$ cat config.mk
export PLATFORM = sky130hd
export DESIGN_NAME = rv_core
export DESIGN_NICKNAME = d
export VERILOG_FILES = /design/src/verilog/core_pkg.sv /design/src/verilog/rv_isa_pkg.sv /design/src/verilog/alu_exec.sv /design/src/verilog/insn_decoder.sv /design/src/verilog/lsu.sv /design/src/verilog/pc_unit.sv /design/src/verilog/reg_file.sv /design/src/verilog/rv_core.sv
export SDC_FILE = /design/constraint.sdc
export NUM_CORES = 2
export LEC_CHECK = 0
export BUFFER_PORTS_ARGS = -buffer_cell sky130_fd_sc_hd__buf_4
export CAP_MARGIN = 40
export CORE_MARGIN = 2
export CORE_UTILIZATION = 64
export CTS_CLUSTER_DIAMETER = 50
export DETAILED_ROUTE_END_ITERATION = 12
export GPL_TIMING_DRIVEN = 0
export PLACE_DENSITY = 0.9
export SETUP_SLACK_MARGIN = 0.15
export SKIP_CTS_REPAIR_TIMING = 1
export SYNTH_ARGS = -nofsm -noshare
export SYNTH_HDL_FRONTEND = slang
export SYNTH_SLANG_ARGS = --single-unit
$ cat constraint.sdc
create_clock -name clk -period 13.75 [get_ports clk]
set_input_delay 2.75 -clock clk [delete_from_list [all_inputs] [get_ports clk]]
set_output_delay 2.75 -clock clk [all_outputs]
set_load 0.005 [all_outputs]
$ cat src/verilog/core_pkg.sv
`default_nettype none

package core_pkg;

  localparam int XLEN = 32;

  typedef logic [XLEN-1:0] word_t;
  typedef logic [4:0]      reg_idx_t;

  typedef enum logic [3:0] {
    ALU_ADD,
    ALU_SUB,
    ALU_SLL,
    ALU_SLT,
    ALU_SLTU,
    ALU_XOR,
    ALU_SRL,
    ALU_SRA,
    ALU_OR,
    ALU_AND,
    ALU_PASS_B
  } alu_op_e;

  typedef enum logic [1:0] {
    WB_ALU,
    WB_LOAD,
    WB_LINK
  } wb_sel_e;

  typedef enum logic [1:0] {
    MEM_BYTE,
    MEM_HALF,
    MEM_WORD
  } mem_size_e;

  // decoded control for one instruction
  typedef struct packed {
    alu_op_e    alu_op;
    logic       src_b_imm;
    logic       src_a_pc;
    logic       reg_write;
    wb_sel_e    wb_sel;
    logic       is_load;
    logic       is_store;
    logic       load_unsigned;
    mem_size_e  mem_size;
    logic       is_branch;
    logic [2:0] branch_funct3;
    logic       is_jal;
    logic       is_jalr;
    logic       is_ecall;
  } ctrl_t;

  // addr is word aligned, be selects the written bytes
  typedef struct packed {
    word_t      addr;
    word_t      wdata;
    logic [3:0] be;
  } dmem_req_t;

endpackage

`default_nettype wire

$ cat src/verilog/rv_isa_pkg.sv
`default_nettype none

package rv_isa_pkg;

  // RV32I major opcodes
  typedef enum logic [6:0] {
    OP_LOAD     = 7'b0000011,
    OP_MISC_MEM = 7'b0001111,
    OP_IMM      = 7'b0010011,
    OP_AUIPC    = 7'b0010111,
    OP_STORE    = 7'b0100011,
    OP_OP       = 7'b0110011,
    OP_LUI      = 7'b0110111,
    OP_BRANCH   = 7'b1100011,
    OP_JALR     = 7'b1100111,
    OP_JAL      = 7'b1101111,
    OP_SYSTEM   = 7'b1110011
  } opcode_e;

  // branch conditions
  localparam logic [2:0] F3_BEQ  = 3'b000;
  localparam logic [2:0] F3_BNE  = 3'b001;
  localparam logic [2:0] F3_BLT  = 3'b100;
  localparam logic [2:0] F3_BGE  = 3'b101;
  localparam logic [2:0] F3_BLTU = 3'b110;
  localparam logic [2:0] F3_BGEU = 3'b111;

  // load and store widths
  localparam logic [2:0] F3_LB  = 3'b000;
  localparam logic [2:0] F3_LH  = 3'b001;
  localparam logic [2:0] F3_LW  = 3'b010;
  localparam logic [2:0] F3_LBU = 3'b100;
  localparam logic [2:0] F3_LHU = 3'b101;
  localparam logic [2:0] F3_SB  = 3'b000;
  localparam logic [2:0] F3_SH  = 3'b001;
  localparam logic [2:0] F3_SW  = 3'b010;

  // alu variants, shared by op and op_imm
  localparam logic [2:0] F3_ADD  = 3'b000;
  localparam logic [2:0] F3_SLL  = 3'b001;
  localparam logic [2:0] F3_SLT  = 3'b010;
  localparam logic [2:0] F3_SLTU = 3'b011;
  localparam logic [2:0] F3_XOR  = 3'b100;
  localparam logic [2:0] F3_SR   = 3'b101;
  localparam logic [2:0] F3_OR   = 3'b110;
  localparam logic [2:0] F3_AND  = 3'b111;

  localparam logic [6:0] F7_BASE = 7'b0000000;
  localparam logic [6:0] F7_ALT  = 7'b0100000;

  typedef struct packed {
    logic [6:0] funct7;
    logic [4:0] rs2;
    logic [4:0] rs1;
    logic [2:0] funct3;
    logic [4:0] rd;
    opcode_e    opcode;
  } r_fmt_t;

  typedef struct packed {
    logic [11:0] imm;
    logic [4:0]  rs1;
    logic [2:0]  funct3;
    logic [4:0]  rd;
    opcode_e     opcode;
  } i_fmt_t;

  typedef struct packed {
    logic [6:0] imm_hi;
    logic [4:0] rs2;
    logic [4:0] rs1;
    logic [2:0] funct3;
    logic [4:0] imm_lo;
    opcode_e    opcode;
  } s_fmt_t;

  typedef struct packed {
    logic       imm_12;
    logic [5:0] imm_10_5;
    logic [4:0] rs2;
    logic [4:0] rs1;
    logic [2:0] funct3;
    logic [3:0] imm_4_1;
    logic       imm_11;
    opcode_e    opcode;
  } b_fmt_t;

  typedef struct packed {
    logic [19:0] imm_31_12;
    logic [4:0]  rd;
    opcode_e     opcode;
  } u_fmt_t;

  typedef struct packed {
    logic       imm_20;
    logic [9:0] imm_10_1;
    logic       imm_11;
    logic [7:0] imm_19_12;
    logic [4:0] rd;
    opcode_e    opcode;
  } j_fmt_t;

  // one instruction word, six views
  typedef union packed {
    r_fmt_t r_fmt;
    i_fmt_t i_fmt;
    s_fmt_t s_fmt;
    b_fmt_t b_fmt;
    u_fmt_t u_fmt;
    j_fmt_t j_fmt;
  } insn_u;

endpackage

`default_nettype wire
$ cat src/verilog/alu_exec.sv
`timescale 1ns/100ps
`default_nettype none

module alu_exec (
  input  core_pkg::ctrl_t ctrl_i,
  input  core_pkg::word_t pc_i,
  input  core_pkg::word_t imm_i,
  input  core_pkg::word_t rs1_data_i,
  input  core_pkg::word_t rs2_data_i,
  output core_pkg::word_t result_o,
  output core_pkg::word_t link_o,
  output core_pkg::word_t target_o,
  output logic            redirect_o
);
  import rv_isa_pkg::*;
  import core_pkg::*;

  word_t      op_a;
  word_t      op_b;
  word_t      jalr_sum;
  logic [4:0] shamt;
  logic       taken;

  assign op_a  = ctrl_i.src_a_pc ? pc_i : rs1_data_i;
  assign op_b  = ctrl_i.src_b_imm ? imm_i : rs2_data_i;
  assign shamt = op_b[4:0];

  always_comb begin
    case (ctrl_i.alu_op)
      ALU_ADD:    result_o = op_a + op_b;
      ALU_SUB:    result_o = op_a - op_b;
      ALU_SLL:    result_o = op_a << shamt;
      ALU_SLT:    result_o = word_t'($signed(op_a) < $signed(op_b));
      ALU_SLTU:   result_o = word_t'(op_a < op_b);
      ALU_XOR:    result_o = op_a ^ op_b;
      ALU_SRL:    result_o = op_a >> shamt;
      ALU_SRA:    result_o = word_t'($signed(op_a) >>> shamt);
      ALU_OR:     result_o = op_a | op_b;
      ALU_AND:    result_o = op_a & op_b;
      ALU_PASS_B: result_o = op_b;
      default:    result_o = '0;
    endcase
  end

  // branches always compare the two registers
  always_comb begin
    case (ctrl_i.branch_funct3)
      F3_BEQ:  taken = rs1_data_i == rs2_data_i;
      F3_BNE:  taken = rs1_data_i != rs2_data_i;
      F3_BLT:  taken = $signed(rs1_data_i) < $signed(rs2_data_i);
      F3_BGE:  taken = $signed(rs1_data_i) >= $signed(rs2_data_i);
      F3_BLTU: taken = rs1_data_i < rs2_data_i;
      F3_BGEU: taken = rs1_data_i >= rs2_data_i;
      default: taken = 1'b0;
    endcase
  end

  assign link_o   = pc_i + word_t'(4);
  assign jalr_sum = rs1_data_i + imm_i;
  assign target_o = ctrl_i.is_jalr ? {jalr_sum[XLEN-1:1], 1'b0} : pc_i + imm_i;

  assign redirect_o = ctrl_i.is_jal | ctrl_i.is_jalr | (ctrl_i.is_branch & taken);

endmodule

`default_nettype wire

$ cat src/verilog/insn_decoder.sv
`timescale 1ns/100ps
`default_nettype none

module insn_decoder (
  input  rv_isa_pkg::insn_u  insn_i,
  input  logic               halted_i,
  output core_pkg::ctrl_t    ctrl_o,
  output core_pkg::reg_idx_t rs1_o,
  output core_pkg::reg_idx_t rs2_o,
  output core_pkg::reg_idx_t rd_o,
  output core_pkg::word_t    imm_o
);
  import rv_isa_pkg::*;
  import core_pkg::*;

  opcode_e    opcode;
  logic [2:0] funct3;
  logic       alt;
  logic       f7_ok;
  logic       is_ecall;
  alu_op_e    alu_fn;
  mem_size_e  size;
  logic       size_ok;
  ctrl_t      ctrl;
  word_t      imm;

  assign opcode = insn_i.r_fmt.opcode;
  assign funct3 = insn_i.r_fmt.funct3;
  assign rs1_o  = insn_i.r_fmt.rs1;
  assign rs2_o  = insn_i.r_fmt.rs2;
  assign rd_o   = insn_i.r_fmt.rd;

  // funct7 is also imm[11:5] for op_imm shifts
  assign alt   = insn_i.r_fmt.funct7 == F7_ALT;
  assign f7_ok = alt || insn_i.r_fmt.funct7 == F7_BASE;

  assign is_ecall = insn_i.i_fmt.imm == '0 && insn_i.i_fmt.rs1 == '0 &&
                    insn_i.i_fmt.funct3 == '0 && insn_i.i_fmt.rd == '0;

  always_comb begin
    case (funct3)
      F3_SLL:  alu_fn = ALU_SLL;
      F3_SLT:  alu_fn = ALU_SLT;
      F3_SLTU: alu_fn = ALU_SLTU;
      F3_XOR:  alu_fn = ALU_XOR;
      F3_SR:   alu_fn = alt ? ALU_SRA : ALU_SRL;
      F3_OR:   alu_fn = ALU_OR;
      F3_AND:  alu_fn = ALU_AND;
      // addi never subtracts, whatever imm[10] holds
      default: alu_fn = (opcode == OP_OP && alt) ? ALU_SUB : ALU_ADD;
    endcase
  end

  always_comb begin
    size_ok = 1'b1;
    size    = MEM_WORD;
    if (opcode == OP_STORE) begin
      case (funct3)
        F3_SB:   size = MEM_BYTE;
        F3_SH:   size = MEM_HALF;
        F3_SW:   size = MEM_WORD;
        default: size_ok = 1'b0;
      endcase
    end else begin
      case (funct3)
        F3_LB, F3_LBU: size = MEM_BYTE;
        F3_LH, F3_LHU: size = MEM_HALF;
        F3_LW:         size = MEM_WORD;
        default:       size_ok = 1'b0;
      endcase
    end
  end

  always_comb begin
    ctrl = '0;
    ctrl.mem_size      = size;
    ctrl.load_unsigned = funct3[2];
    ctrl.branch_funct3 = funct3;
    imm = {{20{insn_i.i_fmt.imm[11]}}, insn_i.i_fmt.imm};
    case (opcode)
      OP_LUI, OP_AUIPC: begin
        imm = {insn_i.u_fmt.imm_31_12, 12'h000};
        ctrl.reg_write = 1'b1;
        ctrl.src_b_imm = 1'b1;
        ctrl.src_a_pc  = opcode == OP_AUIPC;
        ctrl.alu_op    = (opcode == OP_LUI) ? ALU_PASS_B : ALU_ADD;
      end
      OP_JAL: begin
        imm = {{11{insn_i.j_fmt.imm_20}}, insn_i.j_fmt.imm_20, insn_i.j_fmt.imm_19_12,
               insn_i.j_fmt.imm_11, insn_i.j_fmt.imm_10_1, 1'b0};
        ctrl.reg_write = 1'b1;
        ctrl.wb_sel    = WB_LINK;
        ctrl.is_jal    = 1'b1;
      end
      OP_JALR: begin
        ctrl.reg_write = 1'b1;
        ctrl.wb_sel    = WB_LINK;
        ctrl.is_jalr   = 1'b1;
      end
      OP_BRANCH: begin
        imm = {{19{insn_i.b_fmt.imm_12}}, insn_i.b_fmt.imm_12, insn_i.b_fmt.imm_11,
               insn_i.b_fmt.imm_10_5, insn_i.b_fmt.imm_4_1, 1'b0};
        ctrl.is_branch = 1'b1;
      end
      OP_LOAD: begin
        ctrl.reg_write = size_ok;
        ctrl.wb_sel    = WB_LOAD;
        ctrl.is_load   = size_ok;
        ctrl.src_b_imm = 1'b1;
      end
      OP_STORE: begin
        imm = {{20{insn_i.s_fmt.imm_hi[6]}}, insn_i.s_fmt.imm_hi, insn_i.s_fmt.imm_lo};
        ctrl.is_store  = size_ok;
        ctrl.src_b_imm = 1'b1;
      end
      OP_IMM: begin
        ctrl.reg_write = 1'b1;
        ctrl.src_b_imm = 1'b1;
        ctrl.alu_op    = alu_fn;
      end
      OP_OP: begin
        // M extension funct7 falls out as a no-op
        ctrl.reg_write = f7_ok;
        ctrl.alu_op    = alu_fn;
      end
      OP_SYSTEM: ctrl.is_ecall = is_ecall;
      // fence has nothing to order in this core
      OP_MISC_MEM: ctrl.reg_write = 1'b0;
      default: ctrl.reg_write = 1'b0;
    endcase
    if (halted_i) begin
      ctrl = '0;
    end
  end

  assign ctrl_o = ctrl;
  assign imm_o  = imm;

endmodule

`default_nettype wire

$ cat src/verilog/lsu.sv
`timescale 1ns/100ps
`default_nettype none

module lsu (
  input  core_pkg::ctrl_t     ctrl_i,
  input  core_pkg::word_t     addr_i,
  input  core_pkg::word_t     rs2_data_i,
  input  core_pkg::word_t     result_i,
  input  core_pkg::word_t     link_i,
  input  core_pkg::word_t     dmem_rdata_i,
  output core_pkg::dmem_req_t dmem_req_o,
  output logic                rd_we_o,
  output core_pkg::word_t     rd_data_o
);
  import core_pkg::*;

  logic [1:0] lane;
  logic [3:0] be;
  word_t      wdata;
  word_t      byte_sel;
  word_t      half_sel;
  word_t      load_val;

  assign lane = addr_i[1:0];

  // store data is replicated, be picks the lane
  always_comb begin
    case (ctrl_i.mem_size)
      MEM_BYTE: begin
        wdata = {4{rs2_data_i[7:0]}};
        be    = 4'b0001 << lane;
      end
      MEM_HALF: begin
        wdata = {2{rs2_data_i[15:0]}};
        be    = 4'b0011 << {lane[1], 1'b0};
      end
      default: begin
        wdata = rs2_data_i;
        be    = 4'b1111;
      end
    endcase
  end

  assign dmem_req_o.addr  = {addr_i[XLEN-1:2], 2'b00};
  assign dmem_req_o.wdata = wdata;
  assign dmem_req_o.be    = ctrl_i.is_store ? be : 4'b0000;

  // move the addressed lane down to bit 0
  assign byte_sel = dmem_rdata_i >> {lane, 3'b000};
  assign half_sel = dmem_rdata_i >> {lane[1], 4'b0000};

  always_comb begin
    case (ctrl_i.mem_size)
      MEM_BYTE: load_val = ctrl_i.load_unsigned ? {24'h0, byte_sel[7:0]} :
                                                  {{24{byte_sel[7]}}, byte_sel[7:0]};
      MEM_HALF: load_val = ctrl_i.load_unsigned ? {16'h0, half_sel[15:0]} :
                                                  {{16{half_sel[15]}}, half_sel[15:0]};
      default:  load_val = dmem_rdata_i;
    endcase
  end

  always_comb begin
    case (ctrl_i.wb_sel)
      WB_LOAD: rd_data_o = load_val;
      WB_LINK: rd_data_o = link_i;
      default: rd_data_o = result_i;
    endcase
  end

  assign rd_we_o = ctrl_i.reg_write;

endmodule

`default_nettype wire

$ cat src/verilog/pc_unit.sv
`timescale 1ns/100ps
`default_nettype none

module pc_unit #(
  parameter core_pkg::word_t RESET_PC = '0
) (
  input  logic            clk,
  input  logic            rst,
  input  logic            redirect_i,
  input  core_pkg::word_t target_i,
  input  logic            ecall_i,
  output core_pkg::word_t pc_o,
  output logic            halted_o
);
  import core_pkg::*;

  word_t pc_q;
  word_t pc_next;
  logic  halted_q;

  assign pc_next = redirect_i ? target_i : pc_q + word_t'(4);

  always_ff @(posedge clk) begin
    if (rst) begin
      pc_q     <= RESET_PC;
      halted_q <= 1'b0;
    end else if (!halted_q) begin
      // ecall parks the pc on itself
      if (ecall_i) begin
        halted_q <= 1'b1;
      end else begin
        pc_q <= pc_next;
      end
    end
  end

  assign pc_o     = pc_q;
  assign halted_o = halted_q;

endmodule

`default_nettype wire

$ cat src/verilog/reg_file.sv
`timescale 1ns/100ps
`default_nettype none

module reg_file (
  input  logic               clk,
  input  logic               rst,
  input  core_pkg::reg_idx_t rs1_i,
  input  core_pkg::reg_idx_t rs2_i,
  input  core_pkg::reg_idx_t rd_i,
  input  logic               we_i,
  input  core_pkg::word_t    rd_data_i,
  output core_pkg::word_t    rs1_data_o,
  output core_pkg::word_t    rs2_data_o
);
  import core_pkg::*;

  localparam int NUM_REGS = 32;

  word_t regs [NUM_REGS];

  always_ff @(posedge clk) begin
    if (rst) begin
      for (int i = 0; i < NUM_REGS; i++) begin
        regs[i] <= '0;
      end
    end else if (we_i && rd_i != '0) begin
      regs[rd_i] <= rd_data_i;
    end
  end

  // x0 reads as zero
  assign rs1_data_o = (rs1_i == '0) ? '0 : regs[rs1_i];
  assign rs2_data_o = (rs2_i == '0) ? '0 : regs[rs2_i];

endmodule

`default_nettype wire

$ cat src/verilog/rv_core.sv
`timescale 1ns/100ps
`default_nettype none

module rv_core #(
  parameter core_pkg::word_t RESET_PC = '0
) (
  input  logic                clk,
  input  logic                rst,
  output core_pkg::word_t     imem_addr_o,
  input  core_pkg::word_t     imem_rdata_i,
  output core_pkg::dmem_req_t dmem_req_o,
  input  core_pkg::word_t     dmem_rdata_i,
  output logic                halt_o
);
  import core_pkg::*;

  word_t    pc;
  word_t    imm;
  word_t    rs1_data;
  word_t    rs2_data;
  word_t    alu_result;
  word_t    link;
  word_t    target;
  word_t    rd_data;
  ctrl_t    ctrl;
  reg_idx_t rs1;
  reg_idx_t rs2;
  reg_idx_t rd;
  logic     redirect;
  logic     halted;
  logic     squash;
  logic     rd_we;

  // nothing may write or redirect while in reset or after ecall
  assign squash      = halted | rst;
  assign imem_addr_o = pc;
  assign halt_o      = halted;

  pc_unit #(
    .RESET_PC(RESET_PC)
  ) u_pc (
    .clk       (clk),
    .rst       (rst),
    .redirect_i(redirect),
    .target_i  (target),
    .ecall_i   (ctrl.is_ecall),
    .pc_o      (pc),
    .halted_o  (halted)
  );

  insn_decoder u_dec (
    .insn_i  (imem_rdata_i),
    .halted_i(squash),
    .ctrl_o  (ctrl),
    .rs1_o   (rs1),
    .rs2_o   (rs2),
    .rd_o    (rd),
    .imm_o   (imm)
  );

  reg_file u_rf (
    .clk       (clk),
    .rst       (rst),
    .rs1_i     (rs1),
    .rs2_i     (rs2),
    .rd_i      (rd),
    .we_i      (rd_we),
    .rd_data_i (rd_data),
    .rs1_data_o(rs1_data),
    .rs2_data_o(rs2_data)
  );

  alu_exec u_alu (
    .ctrl_i    (ctrl),
    .pc_i      (pc),
    .imm_i     (imm),
    .rs1_data_i(rs1_data),
    .rs2_data_i(rs2_data),
    .result_o  (alu_result),
    .link_o    (link),
    .target_o  (target),
    .redirect_o(redirect)
  );

  // loads and stores take their effective address from the alu sum
  lsu u_lsu (
    .ctrl_i      (ctrl),
    .addr_i      (alu_result),
    .rs2_data_i  (rs2_data),
    .result_i    (alu_result),
    .link_i      (link),
    .dmem_rdata_i(dmem_rdata_i),
    .dmem_req_o  (dmem_req_o),
    .rd_we_o     (rd_we),
    .rd_data_o   (rd_data)
  );

endmodule

`default_nettype wire

==> results.toml, run 1 <==
[synthesis]
synth_most_common_cell = "edfxtp_1"
synthArstFlopShare = 0
yosysWarnings = 0
synthTopCellsByArea = "edfxtp_1 42%, mux4_2 13%, a21oi_1 5.7%"
syn_area_per_cell_sq_um = 11.06
netlist.area_leader.share = 0.4233
synth_ff_type = "edfxtp_1"
synth_enable_flop_cells = 1024
synthDistinctLibCells = 100
yosys-top-cells-count = "1024 x edfxtp_1, 825 x a21oi_1, 433 x nor2_1, 424 x mux4_2, 407 x clkbuf_1"
seq_area_frac_synth = 0.4324
yosysTopAreaCell = "edfxtp_1"
synth_seq_cells = 1057
syn_area_sq_um = 72640
netlist_instances = 6571

[place]
dpl.hpwl_mm = 310.8
place.gp.congestion = 1.437
dpl_worst_slack_ps = -3521
place.port_buffers = 158

[floorplanning]
die_w_um = 340.9
die_y_um = 340.9
start_util = 0.6457
io-pin-count = 167
rows = 123

[global_route]
overflow = 76
track_usage = 0.7797
grt_max_degree = 33
grt_pass1_wl_mm = 630.1
grt_pass1_vias = 77894

[clocking]
cts_root_buf = "clkbuf_16"
ctsHtreeMaxLevel = 3
cts.path.max_buffers = 3
cts_made_buffers = 115
cts.sinks = 1057

[run_status]
status = "did not finish"
stop_error = "[ERROR GRT-0116] Global routing finished with congestion. Check the congestion regions in the DRC Viewer."
haltStage = "global routing"
-- stage by stage --
| stage | setup TNS, ps | area [sq um] | cells |
|---|---|---|---|
| 2_1_floorplan | 0 | 72770 | 6604 |
| 3_3_place_gp | -3679110 | 75830 | 8262 |
| 3_5_place_dp | -1648940 | 78920 | 8506 |
| 4_1_cts | -999960 | 82710 | 8714 |
-- metal layers --
| metal | track usage | overflow |
|---|---|---|
| met2 | 0.8978 | 34 |
| met1 | 0.7864 | 6 |
| met3 | 0.6795 | 1 |
| met4 | 0.7458 | 35 |
| met5 | 0.4555 | 0 |
-- logic make-up after synthesis --
| group | synth area share |
|---|---|
| compound gates | 0.1770 |
| xor+xnor | 0.01170 |
| fa+ha+maj | 0.03434 |
| buf+inv | 0.05041 |
| flops | 0.4324 |
| mux | 0.1983 |
| other cells | 0.00005162 |
| simple gates | 0.09580 |
==> inputs of run 2 (changes only) <==
Settings changed: CORE_UTILIZATION 64 to 40, CTS_CLUSTER_DIAMETER 50 to default, PLACE_DENSITY 0.9 to default, PLACE_DENSITY_LB_ADDON from default to 0.15, SETUP_SLACK_MARGIN 0.15 to default.
==> results.toml, run 2 <==
[global_route]
overflow = 0
grt_pass1_wl_mm = 636.2
grt_max_degree = 33
grt_pass1_vias = 66492
track_usage = 0.5204
antenna_found_initial = 36

[finish]
nNetsFinal = 7480
largest_register_ffs = 1024
drive_gt1_frac = 0.2383
layout_common_cells = "1024 x edfxtp_1, 821 x a21oi_1, 431 x nor2_1"
final_common_cell = "edfxtp_1"
area_delta_synth_final_pct = 18.04
regMostFlops = "u_rf.regs"
design_area_sq_um = 85750
n_fill_cell = 16848
layoutNonFillerInstCount = 9704

[setup_path]
path_max_fanout = 11
crit_path_end_kind = "output port"
r2r_start = "u_rf.regs[23][2]"
cp.depth = 26
cpLargestDelayFamily = "buffers and inverters"
worstSetupStartpointType = "input port"
r2r-end = "u_rf.regs[26][2]"
worstPathRequired_ps = 11000
cp_slowest_stage_delay_ps = 550
critPathBufInv = 8
crit_type = "input port to output port"
crit_path_end = "dmem_req_o[66]"
arrival_ps = 11230
rrSetupSlack_ps = 4080
worstRegToRegCells = 27
path_common_cell = "buf_4"
cpMaxStageDelayCell = "buf_4"
startpoint = "imem_rdata_i[16]"

[routing]
drc = 0
num_vias = 72673
wl_mm = 492.8
drt-initial-drc-count = 12974
routedWlPerCell_um = 50.79
dr.pass1.iters = 8
drt.antenna.violating_nets = 0
routed_via_density = 7.489

[floorplanning]
die_w_um = 430.2
die_y_um = 430.2
core_area_sq_um = 180500
rows = 156
io-pin-count = 167
start_util = 0.4023
die_area_sq_um = 185000

[synthesis]
syn_area_per_cell_sq_um = 11.06
synthTopCellsByArea = "edfxtp_1 42%, mux4_2 13%, a21oi_1 5.7%"
yosys-top-cells-count = "1024 x edfxtp_1, 825 x a21oi_1, 433 x nor2_1, 424 x mux4_2, 407 x clkbuf_1"
synth_seq_cells = 1057
synth_ff_type = "edfxtp_1"
seq_area_frac_synth = 0.4324
netlist_instances = 6571
synth_enable_flop_cells = 1024
syn_area_sq_um = 72640
yosysTopAreaCell = "edfxtp_1"
yosysWarnings = 0
synthDistinctLibCells = 100
netlist.area_leader.share = 0.4233
synth_most_common_cell = "edfxtp_1"
synthArstFlopShare = 0

[sta]
max_slew_margin = 0.1383
fmax_mhz = 71.53
finClkSkew_ps = 84.11
final-hold-violation-count = 0
layout_min_cycle_time_ps = 13980
slew_viol_final = 0
worstMarginPinSlew_ps = 1293
period_share = 1.017
layout_setup_ws_ps = -229.7
setup-violations-final = 12

[clocking]
cts_made_buffers = 118
ctsHtreeMaxLevel = 3
cts_root_buf = "clkbuf_16"
cts.path.max_buffers = 3
cts_tree = "built"
clock_latency_ps = 830
cts.sinks = 1057
cts.clk_slew.worst_paths_ps = 60

[min_path]
hp-start = "u_pc.pc_o[24]"
min_path_type = "flip-flop to flip-flop"

[place]
dpl.hpwl_mm = 383.6
place_inst = 9441
placed_area_sq_um = 81020
place.port_buffers = 158
place.gp.congestion = 1.134

[power]
powerDensity_nw_per_um2 = 129.3
p_leak_uw = 0.03182
ir_worst_vdd_v = 0.0001115

[run_status]
status = "complete, but fails checks"
violations = "setup timing"

[flow_run]
maxCapViolCount = 0
-- run 2: cell counts after synthesis --
Identical to the previous run, type by type.
-- run 2: worst min-delay path: cells and delay by family (launching register included) --
kind	cells	cell delay [ps]
DFF	1	460
and+or+nand+nor	1	120
AOI/OAI and AO/OA	1	60
-- run 2: metal layers --
| metal | vias to the layer above | global-route usage | wire length [um] |
|---|---|---|---|
| li1 | 27168 | - | - |
| met1 | 36240 | 0.6019 | 164300 |
| met5 | - | 0.004684 | 347 |
| met2 | 7294 | 0.7303 | 199400 |
| met3 | 1947 | 0.2117 | 71130 |
| met4 | 24 | 0.4827 | 57660 |
-- run 2: area by class of cell --
cell class              count  area, sq um  share of cell area
multi-input cells        4715        38240              0.4459
inverters                 147        554.3            0.006464
diodes                     28        70.07           0.0008171
plain buffers             674         3467             0.04043
clock buffers             136         3020             0.03522
clock inverters            73        772.0            0.009003
repair buffers            504         5250             0.06123
well taps                2370         2965             0.03458
flip-flops and latches   1057        31410              0.3663
-- run 2: logic make-up after synthesis --
| group | synth area share |
|---|---|
| multiplexers | 0.1983 |
| buffers and inverters | 0.05041 |
| AO/OA/AOI/OAI | 0.1770 |
| adder cells (fa/ha/maj) | 0.03434 |
| AND/OR/NAND/NOR | 0.09580 |
| XOR/XNOR | 0.01170 |
| other | 0.00005162 |
| flip-flops | 0.4324 |
-- run 2: how the worst min path moves through the flow --
stage | end | slack, ps | cells after the start
2_1_floorplan | u_pc.pc_o[0] | 480 | 2
3_3_place_gp | u_pc.pc_o[24] | 650 | 2
3_5_place_dp | u_pc.pc_o[24] | 660 | 2
4_1_cts | u_pc.pc_o[24] | 660 | 2
5_1_grt | u_pc.pc_o[24] | 700 | 2
6_report | u_pc.pc_o[24] | 690 | 2
-- run 2: where the power goes --
part	leakage, uW	switching (uW)	internal [uW]
combinational	0.0192	2950	1150
clock	0.00183	1480	1790
sequential	0.0108	71.5	3640
total	0.0318	4500	6580
-- run 2: stage by stage --
step                power, uW  TNS (ps)  hold WS, ps    util  worst slack (ps)
floorplan                5556         0        482.4       -              1032
global placement         7329  -6367440        651.5  0.4260             -7394
detailed placement       7517  -3003340        655.8  0.4488             -4869
CTS                     10690  -2176650        660.8  0.4698             -4891
global route            11100    -60.04        696.9  0.4746            -36.16
finish                  11080     -1121        688.4  0.4749            -229.7
Note: power is estimated with default switching activity, not from simulation.
